[src/drbe_pkg.sv]
package drbe_pkg;

	//////////////////////////////
	// datapath widths
	//////////////////////////////

	// one I/Q sample, 16-bit I in the upper half, 16-bit Q in the lower
	localparam int SAMPLE_W = 32;

	// sample store address
	localparam int ADDR_W = 8;

	// destination address vector
	localparam int DEST_W = 8;

	// packet is destination on top, sample below
	localparam int PACKET_W = DEST_W + SAMPLE_W;

	// store entries, one per address
	localparam int DEPTH = 256;

	//////////////////////////////
	// prefetch fsm encoding
	//////////////////////////////
	localparam logic [1:0] PF_IDLE = 2'd0;
	localparam logic [1:0] PF_LOAD = 2'd1;
	localparam logic [1:0] PF_RUN  = 2'd2;

endpackage
[src/packet_former.sv]
`timescale 1ns/1ps

module packet_former (
	input  logic                          CLK,
	input  logic                          reset,
	input  logic                          tap_rd,
	input  logic [drbe_pkg::DEST_W-1:0]   tap_dest,
	input  logic [drbe_pkg::SAMPLE_W-1:0] tap_data,
	input  logic                          pf_rd,
	input  logic [drbe_pkg::DEST_W-1:0]   pf_dest,
	input  logic [drbe_pkg::SAMPLE_W-1:0] pf_data,
	input  logic                          pf_last_q,
	input  logic                          scenario_update,
	output logic [drbe_pkg::PACKET_W-1:0] packet_out,
	output logic                          packet_valid,
	output logic [drbe_pkg::PACKET_W-1:0] prefetch_packet_out,
	output logic                          prefetch_valid_out,
	output logic                          prefetch_done
);
	import drbe_pkg::*;

	logic              tap_rd_q;
	logic              pf_rd_q;
	logic [DEST_W-1:0] tap_dest_q;
	logic [DEST_W-1:0] pf_dest_q;

	// strobes follow the one-cycle store read
	// scenario change drops the read issued in the same cycle
	always_ff @(posedge CLK) begin
		if (reset) begin
			tap_rd_q           <= 1'b0;
			pf_rd_q            <= 1'b0;
			packet_valid       <= 1'b0;
			prefetch_valid_out <= 1'b0;
			prefetch_done      <= 1'b0;
		end else begin
			tap_rd_q           <= tap_rd & ~scenario_update;
			pf_rd_q            <= pf_rd & ~scenario_update;
			packet_valid       <= tap_rd_q;
			prefetch_valid_out <= pf_rd_q;
			prefetch_done      <= pf_rd_q & pf_last_q;
		end
	end

	// destinations ride along with their read
	always_ff @(posedge CLK) begin
		tap_dest_q <= tap_dest;
		pf_dest_q  <= pf_dest;
		if (tap_rd_q)
			packet_out <= {tap_dest_q, tap_data};
		if (pf_rd_q)
			prefetch_packet_out <= {pf_dest_q, pf_data};
	end

endmodule

[config.mk]
export PLATFORM = sky130hd
export DESIGN_NAME = packet_former
export DESIGN_NICKNAME = d
export VERILOG_FILES = /design/src/drbe_pkg.sv /design/src/packet_former.sv
export SDC_FILE = /design/constraint.sdc
export NUM_CORES = 1
export LEC_CHECK = 0
export ABC_AREA = 1
export ABC_CLOCK_PERIOD_IN_PS = 1700
export BUFFER_PORTS_ARGS = -buffer_cell sky130_fd_sc_hd__buf_2
export CORE_ASPECT_RATIO = 0.5
export CORE_MARGIN = 2
export CORE_UTILIZATION = 38
export DETAILED_ROUTE_END_ITERATION = 16
export PLACE_DENSITY = 0.74
export SLEW_MARGIN = 25
export SYNTH_ARGS = -nofsm -noshare
export SYNTH_HDL_FRONTEND = slang
export SYNTH_SLANG_ARGS = --single-unit
[constraint.sdc]
create_clock -name CLK -period 1.7 [get_ports CLK]
set_input_delay 0.17 -clock CLK [delete_from_list [all_inputs] [get_ports CLK]]
set_output_delay 0.17 -clock CLK [all_outputs]
set_load 0.005 [all_outputs]
==> flow_metrics.py <==
metrics = {
    "timing": {
        "worst_pin_slew_ns": 0.329,
        "setup_violations": 0,
        "tns_ns": 0,
        "rsz0062_at_grt": "false",
        "relSlewSlack_pct": 78.1,
        "maxSlewViolCount": 0,
        "timing.final.ws_setup_ns": 0.616,
        "max_freq_mhz": 923,
        "whs_ns": 0.00934,
        "finalWorstPathRequiredPeriod_ns": 1.08,
        "skew_ns": 0.00567,
        "min_period_over_period_pct": 63.8,
        "hold_violations": 0,
    },
    "floorplan": {
        "core_area_sq_um": 7320,
        "die_w_um": 127,
        "rows": 22,
        "num_io_pins": 169,
        "initial_core_util_pct": 39.1,
        "die_height_um": 65.4,
        "dieArea_sq_um": 8290,
    },
    "route": {
        "via_per_inst": 4.14,
        "totalWireLength_um": 6610,
        "ant_nets": 0,
        "drc": 0,
        "vias": 1842,
        "drtIter0Drc": 93,
        "wl_per_cell_um": 14.8,
        "dr.pass1.iters": 4,
    },
    "synth": {
        "synthTopCellsByCount": "edfxtp_1 (80), dfxtp_1 (21), nor2_1 (5)",
        "synth_compound_area_share_pct": 0,
        "yosys.area.top_type_share_pct": 83.9,
        "synthFlopType": "edfxtp_1",
        "postSynthNetCount": 198,
        "synth_top_family_by_area": "simple AND/OR/NAND/NOR gates",
        "post-synth-top-count-cell": "edfxtp_1",
        "syn_area_per_cell_sq_um": 25.6,
        "syn_inst": 112,
        "yosysWarnings": 0,
        "synth-edff-count": 80,
        "synth.cell_area_sq_um": 2860,
        "ys_async_sr_fraction_pct": 0,
        "muxShareOfSynthArea_pct": 0,
        "synth-seq-area-share_pct": 98.6,
        "synth_adder_area_share_pct": 0,
        "ys_types": 6,
        "synth.largest_area_cell": "edfxtp_1",
        "synthSimpleGateAreaFrac_pct": 1.05,
        "ys_ff_latch": 101,
        "synth_xor_area_share_pct": 0,
        "synth_area_leaders": "edfxtp_1 (84%), dfxtp_1 (15%), nor2_1 (0.66%)",
    },
    "setup_path": {
        "critical_path_class": "flip-flop to flip-flop",
        "r2r-end": "prefetch_packet_out[37]$_DFFE_PP_",
        "cp-start-kind": "flip-flop",
        "crit_chain": "buf_12",
        "reg2reg_from": "pf_rd_q$_SDFF_PP0_",
        "cp_top_family": "flip-flops",
        "r2r_setup_slack_ns": 0.62,
        "end_kind": "flip-flop",
        "cp_data_arrival_time_ns": 1.12,
        "cp_slowest_cell": "dfxtp_2",
        "r2r_cells": 1,
        "cp_slowest_stage_delay_ns": 0.53,
        "crit_start": "pf_rd_q$_SDFF_PP0_",
        "crit_buf_inv": 1,
        "crit_fanout": 30,
        "required_ns": 1.74,
    },
    "placed_design": {
        "port_buffers": 168,
        "dp.cells": 379,
        "placed_cell_area_sq_um": 3860,
        "dpl.hpwl_um": 4390,
        "place_ws_ns": 0.623,
        "gp_congestion": 0.745,
    },
    "final_layout": {
        "final_util_pct": 64.1,
        "fin_cells": 445,
        "drive_above_1_share_pct": 54.2,
        "layout.nets": 430,
        "nFillCells": 554,
        "areaGrowthSynthToFinish_pct": 63.8,
        "n_antenna_cell": 0,
        "design_area_sq_um": 4690,
    },
    "power": {
        "p_per_area_nw_per_um2": 1110,
        "leakagePower_nw": 1.99,
        "ir_drop_mv": 0.803,
        "p_total_mw": 5.22,
    },
    "clock_network": {
        "cts.clk_slew.worst_paths_ns": 0.07,
        "ctsResizeCount": 0,
        "cts_tree": "done",
        "cts_buffers": 9,
        "htreeDepth": 3,
        "postCtsSetupRepairBufs": 0,
        "cts_root_buf": "clkbuf_16",
        "cts_sinks": 101,
        "cts.path.max_buffers": 2,
        "cts_hold_buf": 46,
        "clkLatencyLatePin_ns": 0.34,
    },
    "global_routing": {
        "grt_pass1_vias": 1970,
        "grt_max_degree": 31,
        "track_usage_pct": 16.2,
        "grt_pass1_wl_um": 9630,
        "antenna_found_initial": 0,
        "overflow": 0,
    },
    "job": {
        "drv_cap": 0,
    },
    "min_path": {
        "hp-class": "input pin to flip-flop",
        "worstHoldPathCells": 1,
        "worstHoldEndpoint": "packet_out[11]$_DFFE_PP_",
        "min_from": "tap_data[11]",
    },
    "status": {
        "status": "finished clean",
    },
}
-- worst max path at each step --
stage / slack, ns / cells past startpoint / endpoint
detailed placement: 0.62 / 1 / prefetch_packet_out[25]$_DFFE_PP_
global route: 0.57 / 1 / prefetch_packet_out[3]$_DFFE_PP_
floorplan: 0.12 / 0 / prefetch_packet_out[0]$_DFFE_PP_
CTS: 0.61 / 1 / prefetch_packet_out[28]$_DFFE_PP_
finish: 0.62 / 1 / prefetch_packet_out[37]$_DFFE_PP_
global placement: 0.65 / 1 / prefetch_packet_out[30]$_DFFE_PP_
-- report_power, final --
group	switching, mW	internal (mW)
logic	0.103	0.187
registers	0.0256	2.76
clock network	0.831	1.31
-- state kept, by name (all words and copies together), names as in the netlist --
signal / flops
packet_valid: 1
tap_dest_q: 8
prefetch_packet_out: 40
prefetch_valid_out: 1
pf_dest_q: 8
tap_rd_q: 1
prefetch_done: 1
packet_out: 40
pf_rd_q: 1
-- logic make-up after synthesis --
logic type	Yosys count
flip-flops	101
buffers and inverters	3
AND/OR/NAND/NOR	8
-- per-layer routing --
metal / up-vias / global-route usage, % / part of all wire (%)
li1: 883 / - / -
met5: - / 0 / 0
met4: 0 / 8.52 / 2.1
met3: 11 / 5.78 / 5.2
met2: 63 / 30.7 / 57
met1: 885 / 15.8 / 35
-- area by class of cell --
class | count | area (sq um) | share of cell area [%]
flip-flops and latches | 101 | 2830 | 60.2
repair buffers | 221 | 1380 | 29.3
clock buffers | 11 | 275 | 5.87
well taps | 96 | 120 | 2.56
clock inverters | 5 | 53.8 | 1.15
multi-input cells | 8 | 30.0 | 0.640
inverters | 3 | 11.3 | 0.240
-- layout by cell type, fill, tap and decap left out --
cell           Yosys  routed
buf_12             0       1
buf_2              0     168
buf_4              0       2
bufinv_16          0       1
clkbuf_16          0      11
clkinv_1           1       1
clkinv_2           0       3
clkinv_4           0       1
dfxtp_1           21      19
dfxtp_2            0       2
dlygate4sd3_1      0      50
edfxtp_1          80      80
inv_1              2       2
nand2_1            3       3
nor2_1             5       5
Power figures use the tool's default switching activity.
