## config.mk

```make
export PLATFORM = sky130hd
export DESIGN_NAME = tap_addr_gen
export DESIGN_NICKNAME = d
export VERILOG_FILES = /design/src/drbe_pkg.sv /design/src/tap_addr_gen.sv
export SDC_FILE = /design/constraint.sdc
export NUM_CORES = 1
export LEC_CHECK = 0
export ABC_CLOCK_PERIOD_IN_PS = 2850
export BUFFER_PORTS_ARGS = -buffer_cell sky130_fd_sc_hd__buf_2
export CAP_MARGIN = 30
export CORE_MARGIN = 10
export CORE_UTILIZATION = 53
export CTS_CLUSTER_DIAMETER = 50
export CTS_CLUSTER_SIZE = 14
export DETAILED_ROUTE_END_ITERATION = 12
export PLACE_DENSITY = 0.95
export SLEW_MARGIN = 20
export SYNTH_ARGS = -nofsm -noshare
export SYNTH_HDL_FRONTEND = slang
export SYNTH_SLANG_ARGS = --single-unit
```

## constraint.sdc

```tcl
create_clock -name CLK -period 2.85 [get_ports CLK]
set_input_delay 0.285 -clock CLK [delete_from_list [all_inputs] [get_ports CLK]]
set_output_delay 0.285 -clock CLK [all_outputs]
set_load 0.05 [all_outputs]
```

## src/drbe_pkg.sv

```systemverilog
package drbe_pkg;

	//////////////////////////////
	// datapath widths
	//////////////////////////////

	// one I/Q sample, 16-bit I in the upper half, 16-bit Q in the lower
	localparam int SAMPLE_W = 32;

	// sample store address
	localparam int ADDR_W = 8;

	// destination address vector
	localparam int DEST_W = 8;

	// packet is destination on top, sample below
	localparam int PACKET_W = DEST_W + SAMPLE_W;

	// store entries, one per address
	localparam int DEPTH = 256;

	//////////////////////////////
	// prefetch fsm encoding
	//////////////////////////////
	localparam logic [1:0] PF_IDLE = 2'd0;
	localparam logic [1:0] PF_LOAD = 2'd1;
	localparam logic [1:0] PF_RUN  = 2'd2;

endpackage
```

## src/tap_addr_gen.sv

```systemverilog
`timescale 1ns/1ps

module tap_addr_gen (
	input  logic                        CLK,
	input  logic                        reset,
	input  logic                        write_en,
	input  logic                        stream_en,
	input  logic [drbe_pkg::ADDR_W-1:0] tap_delay,
	input  logic                        pf_load,
	input  logic                        pf_run,
	input  logic [drbe_pkg::ADDR_W-1:0] prefetch_start,
	input  logic [drbe_pkg::ADDR_W-1:0] pf_stop,
	output logic [drbe_pkg::ADDR_W-1:0] wr_addr,
	output logic [drbe_pkg::ADDR_W-1:0] tap_addr,
	output logic [drbe_pkg::ADDR_W-1:0] pf_addr,
	output logic                        pf_last
);
	import drbe_pkg::*;

	logic [ADDR_W-1:0] wr_ptr;
	logic [ADDR_W-1:0] tap_next;
	logic [ADDR_W-1:0] tap_park;
	logic [ADDR_W-1:0] pf_cnt;

	//////////////////////////////
	// write side
	//////////////////////////////

	// wraps at DEPTH by width
	always_ff @(posedge CLK) begin
		if (reset)
			wr_ptr <= '0;
		else if (write_en)
			wr_ptr <= wr_ptr + 1'b1;
	end

	assign wr_addr = wr_ptr;

	//////////////////////////////
	// tap read address
	//////////////////////////////

	// delay 0 lands on the entry about to be overwritten, i.e. 256 back
	assign tap_next = wr_ptr - tap_delay;

	// address held at its last value while the tap port is idle
	always_ff @(posedge CLK) begin
		if (reset)
			tap_park <= '0;
		else if (stream_en)
			tap_park <= tap_next;
	end

	assign tap_addr = stream_en ? tap_next : tap_park;

	//////////////////////////////
	// prefetch walk
	//////////////////////////////
	always_ff @(posedge CLK) begin
		if (reset)
			pf_cnt <= '0;
		else if (pf_load)
			pf_cnt <= prefetch_start;
		else if (pf_run)
			pf_cnt <= pf_cnt + 1'b1;
	end

	assign pf_addr = pf_cnt;
	assign pf_last = (pf_cnt == pf_stop);

endmodule

```

==> results.py <==
metrics = {
    "timing": {
        "setup_viol_count_final": 0,
        "final_period_minus_worst_setup_slack_ns": 2.63,
        "highest_attainable_clock_frequency_ghz": 0.381,
        "worst_case_headroom_to_the_max_slew_limit_pct": 69.3,
        "report.final.slew_viol_count": 0,
        "fin_worst_skew_ns": 0.00184,
        "final_hold_viol_count": 0,
        "rsz_0062_raised_after_global_routing": "no",
        "worst-slew-pin-transition_ns": 0.460,
        "fin_setup_tns_ns": 0,
        "finalHoldWorstSlack_ns": 0.184,
        "timing.final.crit_share_pct": 92.1,
    },
    "worst_setup_path": {
        "worst_path_largest_cell_delay_ns": 0.41,
        "cp_data_arrival_time_ns": 2.34,
        "setup.worst_path.class": "flip-flop to output port",
        "slowest_stage": "sky130_fd_sc_hd__fa_1",
        "cp_data_required_time_ns": 2.57,
        "worst_path_most_repeated_cell": "sky130_fd_sc_hd__inv_1",
        "worst_path_dominant_cell_family": "adder cells",
        "buf_inv_stages_crit_path": 3,
        "critPathLaunchType": "flip-flop",
        "crit_fanout": 5,
        "cp_cell_sequence": "inv_1 > ha_1 > inv_1 > fa_1 > a21o_1 > a21oi_2 > xnor2_1 > mux2_4 > buf_2",
        "endpoint_kind": "output port",
    },
    "die": {
        "design.core.area_um2": 2730,
        "core.rowCount": 19,
        "boundaryPins": 55,
        "die_w_um": 73.1,
        "initial_utilization_pct": 54.6,
        "die_area_um2": 5340,
        "die_h_um": 73.1,
    },
    "logic_synthesis": {
        "syn_inst": 180,
        "synthesis.area_um2": 1490,
        "yosysUniqueCellTypes": 39,
        "syn-num-nets": 220,
        "number_of_warnings_issued_by_yosys": 0,
        "ys_seq_area_share_pct": 32.2,
        "ys_seq_elements": 24,
        "synth-main-ff-cell": "sky130_fd_sc_hd__dfxtp_1",
        "post_synth.cell_area_avg_um2": 8.30,
        "async_set_or_reset_register_ratio_after_synthesis_pct": 0,
        "synth-edff-count": 0,
    },
    "placed_design": {
        "place.port_buffers": 54,
        "final_weighted_congestion_in_routability_driven_placement": 0.934,
        "hpwlAfterDp_um": 3010,
    },
    "worst_hold_path": {
        "timing.hold.worst.class": "primary input to flip-flop",
    },
    "clock_tree": {
        "cts_tree": "built",
        "cts_hold_repair.buffers": 0,
        "cts_buffers": 3,
        "max-clock-path-buffers": 2,
        "cts.sink_count": 24,
        "clkSlewWorstSetupHoldPaths_ns": 0.14,
        "cts_setup_buffers": 0,
        "h-tree-depth": 1,
        "cts_root_buf": "sky130_fd_sc_hd__clkbuf_4",
        "quantity_of_gates_resized_following_cts": 0,
        "clk_latency_ns": 0.32,
    },
    "power": {
        "p_leak_uw": 0.000872,
        "peakVddDrop_mv": 0.422,
        "p_per_area_nw_per_um2": 479,
    },
    "global_route": {
        "wire_length_of_the_first_global_routing_pass_um": 6350,
        "grt.total_usage_pct": 14.3,
        "first_global_vias": 1398,
        "grt_max_degree": 25,
        "grt_antenna_before_repair": 0,
        "grt_overflow": 0,
    },
    "drt": {
        "postRouteWirelength_um": 3890,
        "dr_drc_count": 0,
        "vias_per_cell": 5.55,
        "drt-wirelength-per-cell_um": 14.8,
        "detail_route.first_pass.iterations": 4,
        "vias": 1459,
        "drt_first_iter_violations": 67,
        "ant_nets": 0,
    },
    "layout": {
        "nFillCells": 222,
        "syn_to_final_growth_pct": 22.0,
        "most_used_cells_in_the_layout_excluding_fill_and_tap_cells": "54 x sky130_fd_sc_hd__buf_2, 24 x sky130_fd_sc_hd__dfxtp_1, 22 x sky130_fd_sc_hd__nor2_1",
        "design.final.nets": 273,
        "antenna_cells": 0,
        "layout.core_utilization_pct": 66.7,
        "proportion_of_layout_cells_with_a_drive_suffix_above_1_pct": 27.2,
        "leading_cell_type_in_the_layout_fill_and_taps_excluded": "sky130_fd_sc_hd__buf_2",
    },
    "job": {
        "max_cap_viol_count": 0,
    },
    "run_status": {
        "run_status": "completed",
    },
}
-- metal layers --
layer	part of all wire, %	global-route usage [%]	vias to the layer above
met3	6.2	3.54	5
met5	0	0	-
met4	1.3	4.43	0
met1	39	15.8	682
met2	54	25.7	43
li1	-	-	729
-- per-stage QoR --
stage | power [uW] | instances | area (um2) | setup WS (ns)
after CTS | 877 | 263 | 1820 | 0.210
after detailed placement | 630 | 259 | 1770 | 0.601
after global placement | 624 | 259 | 1770 | 0.658
after global routing | 913 | 263 | 1820 | 0.0871
final | 873 | 263 | 1820 | 0.225
after floorplan | 566 | 180 | 1490 | 0.362
-- path summary, 6_finish.rpt --
kind,slack [ns],start,cells past startpoint,endpoint
setup reg to reg,0.82,wr_addr[0],9,tap_park[4]
hold / removal,0.18,prefetch_start[1],3,pf_addr[1]
hold reg to reg,0.51,tap_park[3],2,tap_park[3]
setup / recovery,0.22,wr_addr[0],9,tap_addr[4]
-- layout make-up --
cell class                 instances  area [um2]  share of cell area (%)
clock buffer                       3        22.5                    1.24
timing repair buffer              54         270                    14.8
multi-input combinational        139         940                    51.5
tap                               31        38.8                    2.13
inverter                          11        41.3                    2.26
sequential                        24         480                    26.4
clock inverter                     1        30.0                    1.65
-- cell usage after synthesis (4+ instances only) --
cell type                 instances  area share [%]
sky130_fd_sc_hd__xnor2_1         12             7.0
sky130_fd_sc_hd__nand3_1          6             2.0
sky130_fd_sc_hd__o21ai_1          4             1.3
sky130_fd_sc_hd__a21oi_1         15             5.0
sky130_fd_sc_hd__nand4_1          8             3.4
sky130_fd_sc_hd__inv_1           10             2.5
sky130_fd_sc_hd__ha_1             9             7.5
sky130_fd_sc_hd__nand2_1         15             3.8
sky130_fd_sc_hd__dfxtp_1         24              32
sky130_fd_sc_hd__xor2_1          11             6.4
sky130_fd_sc_hd__nor2b_1          4             1.7
sky130_fd_sc_hd__nor2_1          22             5.5
-- registers in the layout, indices dropped and copies added (netlist names) --
name      count
tap_park      8
pf_addr       8
wr_addr       8
-- worst min-delay path: cells and delay by family --
kind                   cells  cell delay [ns]
and+or+nand+nor            1             0.07
buffers and inverters      1             0.07
AOI/OAI and AO/OA          1             0.05
-- cell families after synthesis --
kind of cell	share of synthesized area (%)
AO/OA/AOI/OAI	14.8
XOR/XNOR	13.5
adder cells (fa/ha/maj)	8.88
buffers and inverters	4.94
flip-flops	32.2
multiplexers	4.52
AND/OR/NAND/NOR	21.2
-- power breakdown --
group	total [uW]	internal, uW	leakage (uW)	switching, uW
Sequential	373	355	0.000197	17.9
Combinational	250	85.0	0.000647	165
Clock	250	142	0.0000279	108
Note: power is estimated with default switching activity, not from simulation.
