`src/drbe_pkg.sv`:
```
package drbe_pkg;

	//////////////////////////////
	// datapath widths
	//////////////////////////////

	// one I/Q sample, 16-bit I in the upper half, 16-bit Q in the lower
	localparam int SAMPLE_W = 32;

	// sample store address
	localparam int ADDR_W = 8;

	// destination address vector
	localparam int DEST_W = 8;

	// packet is destination on top, sample below
	localparam int PACKET_W = DEST_W + SAMPLE_W;

	// store entries, one per address
	localparam int DEPTH = 256;

	//////////////////////////////
	// prefetch fsm encoding
	//////////////////////////////
	localparam logic [1:0] PF_IDLE = 2'd0;
	localparam logic [1:0] PF_LOAD = 2'd1;
	localparam logic [1:0] PF_RUN  = 2'd2;

endpackage
```
`src/local_ctrl.sv`:
```
`timescale 1ns/1ps

module local_ctrl (
	input  logic                        CLK,
	input  logic                        reset,
	input  logic                        write_en,
	input  logic                        cfg_valid,
	input  logic [drbe_pkg::ADDR_W-1:0] cfg_delay,
	input  logic [drbe_pkg::DEST_W-1:0] cfg_dest,
	input  logic                        prefetch_valid,
	input  logic [drbe_pkg::ADDR_W-1:0] prefetch_stop,
	input  logic [drbe_pkg::DEST_W-1:0] prefetch_dest,
	input  logic                        scenario_update,
	input  logic                        pf_last,
	output logic [drbe_pkg::ADDR_W-1:0] tap_delay,
	output logic [drbe_pkg::DEST_W-1:0] tap_dest,
	output logic                        stream_en,
	output logic                        pf_load,
	output logic                        pf_run,
	output logic [drbe_pkg::DEST_W-1:0] pf_dest,
	output logic [drbe_pkg::ADDR_W-1:0] pf_stop,
	output logic                        pf_last_q,
	output logic                        tap_armed
);
	import drbe_pkg::*;

	logic [1:0] pf_state;
	logic [1:0] pf_state_next;

	//////////////////////////////
	// tap configuration
	//////////////////////////////

	// scenario change wins over a new config in the same cycle
	always_ff @(posedge CLK) begin
		if (reset || scenario_update) begin
			tap_armed <= 1'b0;
			tap_delay <= '0;
			tap_dest  <= '0;
		end else if (cfg_valid) begin
			tap_armed <= 1'b1;
			tap_delay <= cfg_delay;
			tap_dest  <= cfg_dest;
		end
	end

	// one tap read per written sample
	assign stream_en = tap_armed & write_en;

	//////////////////////////////
	// prefetch fsm
	//////////////////////////////

	// requests only taken while idle
	assign pf_load = (pf_state == PF_IDLE) & prefetch_valid;
	assign pf_run  = (pf_state == PF_LOAD) || (pf_state == PF_RUN);

	always_comb begin
		pf_state_next = pf_state;
		case (pf_state)
			PF_IDLE: begin
				if (prefetch_valid)
					pf_state_next = PF_LOAD;
			end
			// counter holds start here, a one-entry range ends at once
			PF_LOAD: begin
				pf_state_next = pf_last ? PF_IDLE : PF_RUN;
			end
			PF_RUN: begin
				if (pf_last)
					pf_state_next = PF_IDLE;
			end
			default: begin
				pf_state_next = PF_IDLE;
			end
		endcase
		if (scenario_update)
			pf_state_next = PF_IDLE;
	end

	always_ff @(posedge CLK) begin
		if (reset)
			pf_state <= PF_IDLE;
		else
			pf_state <= pf_state_next;
	end

	// stop and destination latched with the request
	always_ff @(posedge CLK) begin
		if (reset) begin
			pf_stop <= '0;
			pf_dest <= '0;
		end else if (pf_load) begin
			pf_stop <= prefetch_stop;
			pf_dest <= prefetch_dest;
		end
	end

	// last flag lines up with the registered read data
	always_ff @(posedge CLK) begin
		if (reset)
			pf_last_q <= 1'b0;
		else
			pf_last_q <= pf_run & pf_last;
	end

endmodule

```
`config.mk`:
```
export PLATFORM = sky130hd
export DESIGN_NAME = local_ctrl
export DESIGN_NICKNAME = d
export VERILOG_FILES = /design/src/drbe_pkg.sv /design/src/local_ctrl.sv
export SDC_FILE = /design/constraint.sdc
export NUM_CORES = 1
export LEC_CHECK = 0
export ABC_AREA = 1
export BUFFER_PORTS_ARGS = -buffer_cell sky130_fd_sc_hd__buf_2
export CAP_MARGIN = 20
export CORE_MARGIN = 2
export CORE_UTILIZATION = 41
export DETAILED_ROUTE_END_ITERATION = 8
export PLACE_DENSITY = 0.74
export SLEW_MARGIN = 10
export SYNTH_ARGS = -nofsm -noshare
export SYNTH_HDL_FRONTEND = slang
export SYNTH_SLANG_ARGS = --single-unit
export TNS_END_PERCENT = 10
```
`constraint.sdc`:
```
create_clock -name CLK -period 3.2 [get_ports CLK]
set_input_delay 0.16 -clock CLK [delete_from_list [all_inputs] [get_ports CLK]]
set_output_delay 0.16 -clock CLK [all_outputs]
set_load 0.02 [all_outputs]
```
==> results.sh, run 1 <==
export IMPL_ys_flop_type="dfxtp_1"
export IMPL_tns_ns=0
export IMPL_synth_cell_type_count=18
export IMPL_worst_ep_required_time_ns=3.04
export IMPL_intPower_mw=0.736
export IMPL_place_congestion=0.801
export IMPL_area_delta_synth_final_pct=30.6
export IMPL_core_area_um2=3390
export IMPL_syn_inst=171
export IMPL_drt_iter0_markers=77
export IMPL_cts_resized=0
export IMPL_maxSlewHeadroom_pct=68.8
export IMPL_path_cells="inv_1 > ha_1 > nand2_4 > inv_6 > buf_2"
export IMPL_cts_hold_buf=0
export IMPL_r2r_slack_ns=1.91
export IMPL_cp_slowest_stage_delay_ns=0.34
export IMPL_syn_nets=214
export IMPL_cts_root_buf="clkbuf_4"
export IMPL_ant_nets=0
export IMPL_grt_overflow=0
export IMPL_cts_tree="built"
export IMPL_yosysMostFrequentCell="nand2_1"
export IMPL_clk_pin_slew_worst_paths_ns=0.10
export IMPL_row_count=21
export IMPL_status="finished clean"
export IMPL_finalNetCount=288
export IMPL_drt_pre_antenna_iters=4
export IMPL_routed_wirelength_um=3170
export IMPL_worst_setup_path_start_kind="flip-flop"
export IMPL_drv_cap=0
export IMPL_critPathTopFamily="buffers and inverters"
export IMPL_fin_cells=292
export IMPL_clk_latency_ns=0.33
export IMPL_p_per_area_nw_per_um2=518
export IMPL_drv_slew=0
export IMPL_cp_max_fo=17
export IMPL_synth_area_um2=1470
export IMPL_drc_errors=0
export IMPL_vias=1321
export IMPL_regToRegStartpoint="pf_state[0]"
export IMPL_clkPwrFrac_pct=35.4
export IMPL_crit_path_end_kind="output port"
export IMPL_synthArstFlopShare_pct=0
export IMPL_die_x_um=63.8
export IMPL_grt_pass1_vias=1224
export IMPL_viasPerCell=4.52
export IMPL_fin_crit_sh_pct=53.2
export IMPL_hold_violations=0
export IMPL_wl_per_cell_um=10.9
export IMPL_grt_pass1_wl_um=5130
export IMPL_fmax_mhz=587
export IMPL_p_leak_nw=0.926
export IMPL_initial_utilization_pct=43.3
export IMPL_yosysTopAreaCellShare_pct=49.1
export IMPL_skew_ns=0.00592
export IMPL_clock_sinks=36
export IMPL_dpl_hpwl_um=2290
export IMPL_critical_path_class="reg2out"
export IMPL_postCtsSetupRepairBufs=0
export IMPL_cts_buffer_depth=2
export IMPL_fin_crit_ns=1.70
export IMPL_max_vdd_ir_drop_uv=299
export IMPL_rsz0062_at_grt="false"
export IMPL_path_buf_inv=3
export IMPL_worstPathArrival_ns=1.54
export IMPL_ios=76
export IMPL_p_sw_share_pct=25.9
export IMPL_htreeDepth=2
export IMPL_synth_top_area_cell="dfxtp_1"
export IMPL_cts_made_buffers=5
export IMPL_avgSynthCellArea_um2=8.58
export IMPL_ys_top_cells_by_area="dfxtp_1 49%, nand2_1 16%, a21oi_2 11%, a21oi_1 5.5%, nand2_2 3.8%"
export IMPL_power_switching_mw=0.257
export IMPL_grtUsageTotal_pct=15.9
export IMPL_critPathLaunch="pf_state[0]"
export IMPL_drive_above_1_share_pct=46.7
export IMPL_antenna_found_initial=0
export IMPL_worst_pin_slew_ns=0.468
export IMPL_grt_max_degree=19
export IMPL_p_comb_share_pct=16.1
export IMPL_worstHoldStart="prefetch_stop[4]"
export IMPL_fillers=319
export IMPL_p_seq_share_pct=48.5
export IMPL_seq_area_frac_synth_pct=49.1
export IMPL_synth_edf_count=0
export IMPL_die_h_um=63.8
export IMPL_portBuffers=75
export IMPL_ys_top_cells_by_count="62 x nand2_1, 36 x dfxtp_1, 18 x a21oi_2"
export IMPL_dieArea_um2=4070
export IMPL_crit_path_top_delay_cell="dfxtp_1"
export IMPL_ys_seq_elements=36
export IMPL_ys_warn_count=0
export IMPL_hold_class="in2reg"
export IMPL_p_total_mw=0.993
export IMPL_finalSetupViolCount=0
export IMPL_antenna_cells=0
export IMPL_dp_cells=284
layer usage:
metal,GRT usage [%],vias up,share of wire (%)
li1,-,685,-
met1,19.7,582,45
met2,25.3,48,47
met3,4.23,6,5.6
met4,8.15,0,2.0
met5,0,-,0
cells in the final DEF, fill, tap and decap left out, drive strengths merged:
cell / Yosys / final
buf: 8 / 75
nand2: 72 / 72
dfxtp: 36 / 36
a21oi: 34 / 34
inv: 8 / 8
clkbuf: 0 / 7
nor2: 6 / 6
ha: 4 / 4
nand3: 2 / 2
clkinv: 1 / 1
bufinv: 0 / 1
cells by family after synthesis:
group                    share of synthesized area, %
buffers and inverters                            8.10
adder cells (fa/ha/maj)                          3.41
AO/OA/AOI/OAI                                    16.2
AND/OR/NAND/NOR                                  23.2
flip-flops                                       49.1
registers in the layout, indices dropped and copies added, names as in the netlist:
signal,flops
tap_armed,1
pf_dest,8
tap_delay,8
pf_last_q,1
tap_dest,8
pf_stop,8
pf_state,2
final timing paths:
| check | endpoint | cells past startpoint |
|---|---|---|
| setup / recovery | pf_load | 5 |
| hold / removal | pf_stop[4] | 3 |
| setup reg to reg | pf_stop[1] | 6 |
| hold reg to reg | tap_dest[1] | 2 |
final cells by class:
cell class	count	area (µm²)	share of cell area (%)
Sequential cell	36	721	37.6
Clock inverter	1	30.0	1.57
Clock buffer	7	65.1	3.39
Multi-Input combinational cell	118	628	32.8
Tap cell	46	57.6	3.00
Timing Repair Buffer	75	375	19.6
Inverter	9	40.0	2.09
metrics by stage:
stage | util, % | hold WS (ns) | worst slack (ns) | area [µm²]
floorplan | - | 0.274 | 2.05 | 1470
global placement | 53.7 | 0.408 | 1.90 | 1820
detailed placement | 53.7 | 0.416 | 1.86 | 1820
CTS | 56.6 | 0.0483 | 1.47 | 1920
global route | 56.6 | 0.0409 | 1.37 | 1920
finish | 56.6 | 0.0598 | 1.50 | 1920
tightest hold or removal path: stages:
cell and delay [ns]:
buf_2 0.09, nand2_1 0.05, a21oi_1 0.05
power groups by stage:
stage               registers [mW]  logic (mW)  clock network (mW)
global placement             0.491       0.159                   0
detailed placement           0.492       0.161                   0
floorplan                    0.517      0.0866                   0
finish                       0.481       0.160               0.351
global route                 0.484       0.176               0.381
CTS                          0.481       0.162               0.360
(Power assumes the default switching activity.)
==> run 2: changes to the inputs <==
==> constraint.sdc (replaced) <==
create_clock -name CLK -period 1.6 [get_ports CLK]
set_input_delay 0.08 -clock CLK [delete_from_list [all_inputs] [get_ports CLK]]
set_output_delay 0.08 -clock CLK [all_outputs]
set_load 0.02 [all_outputs]
==> run 2 against run 1 <==
Against the previous run: critical endpoint unchanged; largest cell class is now non-clock buffers; first-iteration DRC count grew 39%; final area grew 18%; highest routed layer unchanged; non-clock buffer count grew 38; combinational power grew 150%.
==> results.sh, run 2 (same netlist as run 1, synthesis figures left out) <==
export IMPL_grt_use_met2_pct=33.7
export IMPL_busiest_layer="met2"
export IMPL_grt_pass1_wl_um=6230
export IMPL_die_h_um=63.8
export IMPL_grt_overflow=0
export IMPL_portBuffers=75
export IMPL_clkPwrFrac_pct=26.8
export IMPL_grt_max_degree=18
export IMPL_cts_tree="built"
export IMPL_cts_made_buffers=5
export IMPL_cts_root_buf="clkbuf_4"
export IMPL_intPower_mw=1.34
export IMPL_path_cells="inv_1 > ha_1 > nand2_4 > inv_8 > buf_2"
export IMPL_crit_path_end_kind="output port"
export IMPL_met3_usage_pct=4.05
export IMPL_grtUsageTotal_pct=20.0
export IMPL_p_seq_share_pct=51.8
export IMPL_die_x_um=63.8
export IMPL_drv_cap=0
export IMPL_antenna_found_initial=0
export IMPL_p_sw_share_pct=28.2
export IMPL_core_area_um2=3390
export IMPL_cts_buffer_depth=2
export IMPL_p_total_mw=1.86
export IMPL_worst_ep_required_time_ns=1.52
export IMPL_area_delta_synth_final_pct=53.7
export IMPL_final_cell_mix="75 x buf_2, 62 x nand2_1, 36 x dfxtp_1"
export IMPL_drv_slew=0
export IMPL_finish_utilization_pct=66.6
export IMPL_worst_setup_path_start_kind="flip-flop"
export IMPL_p_comb_share_pct=21.4
export IMPL_cp_max_fo=17
export IMPL_dpl_cell_area_um2=1840
export IMPL_viasPerCell=4.39
export IMPL_maxSlewHeadroom_pct=74.7
export IMPL_ios=76
export IMPL_drc_errors=0
export IMPL_ant_nets=0
export IMPL_fillers=292
export IMPL_p_per_area_nw_per_um2=824
export IMPL_status="finished clean"
export IMPL_worstPathArrival_ns=1.42
export IMPL_antenna_cells=0
export IMPL_row_count=21
export IMPL_p_leak_nw=1.07
export IMPL_max_vdd_ir_drop_uv=476
export IMPL_drt_iter0_markers=107
export IMPL_rsz0062_at_grt="false"
export IMPL_design_area_um2=2260
export IMPL_fin_crit_sh_pct=93.5
export IMPL_power_switching_mw=0.524
export IMPL_wl_per_cell_um=11.3
export IMPL_dpl_hpwl_um=2280
export IMPL_clk_latency_ns=0.34
export IMPL_skew_ns=0.00662
export IMPL_fin_crit_ns=1.50
export IMPL_dieArea_um2=4070
export IMPL_critPathTopFamily="flip-flops"
export IMPL_drt_pre_antenna_iters=4
export IMPL_initial_utilization_pct=43.3
export IMPL_vias=1448
export IMPL_drive_above_1_share_pct=40.8
export IMPL_tns_ns=0
export IMPL_fmax_mhz=668
export IMPL_worst_pin_slew_ns=0.379
export IMPL_clk_pin_slew_worst_paths_ns=0.10
export IMPL_layout_commonest_cell="buf_2"
export IMPL_grt_pass1_vias=1438
export IMPL_grt_use_met1_pct=23.1
export IMPL_finalSetupViolCount=0
export IMPL_routed_wirelength_um=3720
export IMPL_hold_class="in2reg"
export IMPL_hold_violations=0
export IMPL_cp_slowest_stage_delay_ns=0.36
export IMPL_place_congestion=0.797
export IMPL_critical_path_class="reg2out"
export IMPL_crit_path_top_delay_cell="dfxtp_1"
export IMPL_path_buf_inv=3
export IMPL_clock_sinks=36
export IMPL_htreeDepth=2
export IMPL_finalNetCount=326
[run 2: worst paths after layout]
| check | startpoint | end | slack, ns | depth (start not counted) |
|---|---|---|---|---|
| worst max-delay path | pf_state[0] | pf_load | 0.10 | 5 |
| worst min-delay path | reset | pf_dest[4] | 0.19 | 3 |
| worst max register to register | pf_state[0] | pf_stop[2] | 0.17 | 7 |
| worst min register to register | tap_delay[5] | tap_delay[5] | 0.46 | 2 |
[run 2: area by class of cell]
| class | count | area [µm²] | area share [%] |
|---|---|---|---|
| timing repair buffer | 113 | 748 | 33.2 |
| sequential | 36 | 721 | 31.9 |
| multi-input combinational | 118 | 628 | 27.8 |
| clock buffer | 8 | 58.8 | 2.61 |
| tap | 46 | 57.6 | 2.55 |
| inverter | 9 | 42.5 | 1.89 |
[run 2: power groups by stage]
stage                     clock (mW)  sequential, mW  combinational [mW]
after global routing           0.556           0.968               0.437
after detailed placement           0           0.983               0.328
after CTS                      0.526           0.963               0.399
after floorplan                    0            1.03               0.173
after global placement             0           0.982               0.322
final                          0.499           0.963               0.398
[run 2: worst register-to-register path: cells and delay by family, from the launching register on]
kind                       cells  cell delay [ns]
and+or+nand+nor                2             0.25
buffers and inverters          3             0.43
DFF                            1             0.33
adders and majority gates      1             0.22
AOI/OAI and AO/OA              1             0.13
[run 2: per-layer routing]
metal,share of wire [%],up-vias
met5,0,-
met4,2.7,0
met3,4.2,7
met2,50,40
met1,43,640
li1,-,761
[run 2: per-stage QoR]
| stage | hold slack, ns | cells | setup slack [ns] |
|---|---|---|---|
| finish | 0.190 | 330 | 0.104 |
| detailed placement | 0.330 | 286 | 0.338 |
| CTS | 0.169 | 330 | 0.0715 |
| global placement | 0.329 | 286 | 0.373 |
| floorplan | 0.194 | 171 | 0.448 |
| global route | 0.175 | 330 | 0.00557 |
[run 2: repair_timing]
item	in CTS	in global routing
resized for setup	1	0
buffers inserted	1	0
hold buffers	35	0
setup endpoints to repair	1	0
endpoints found under the hold margin	35	0
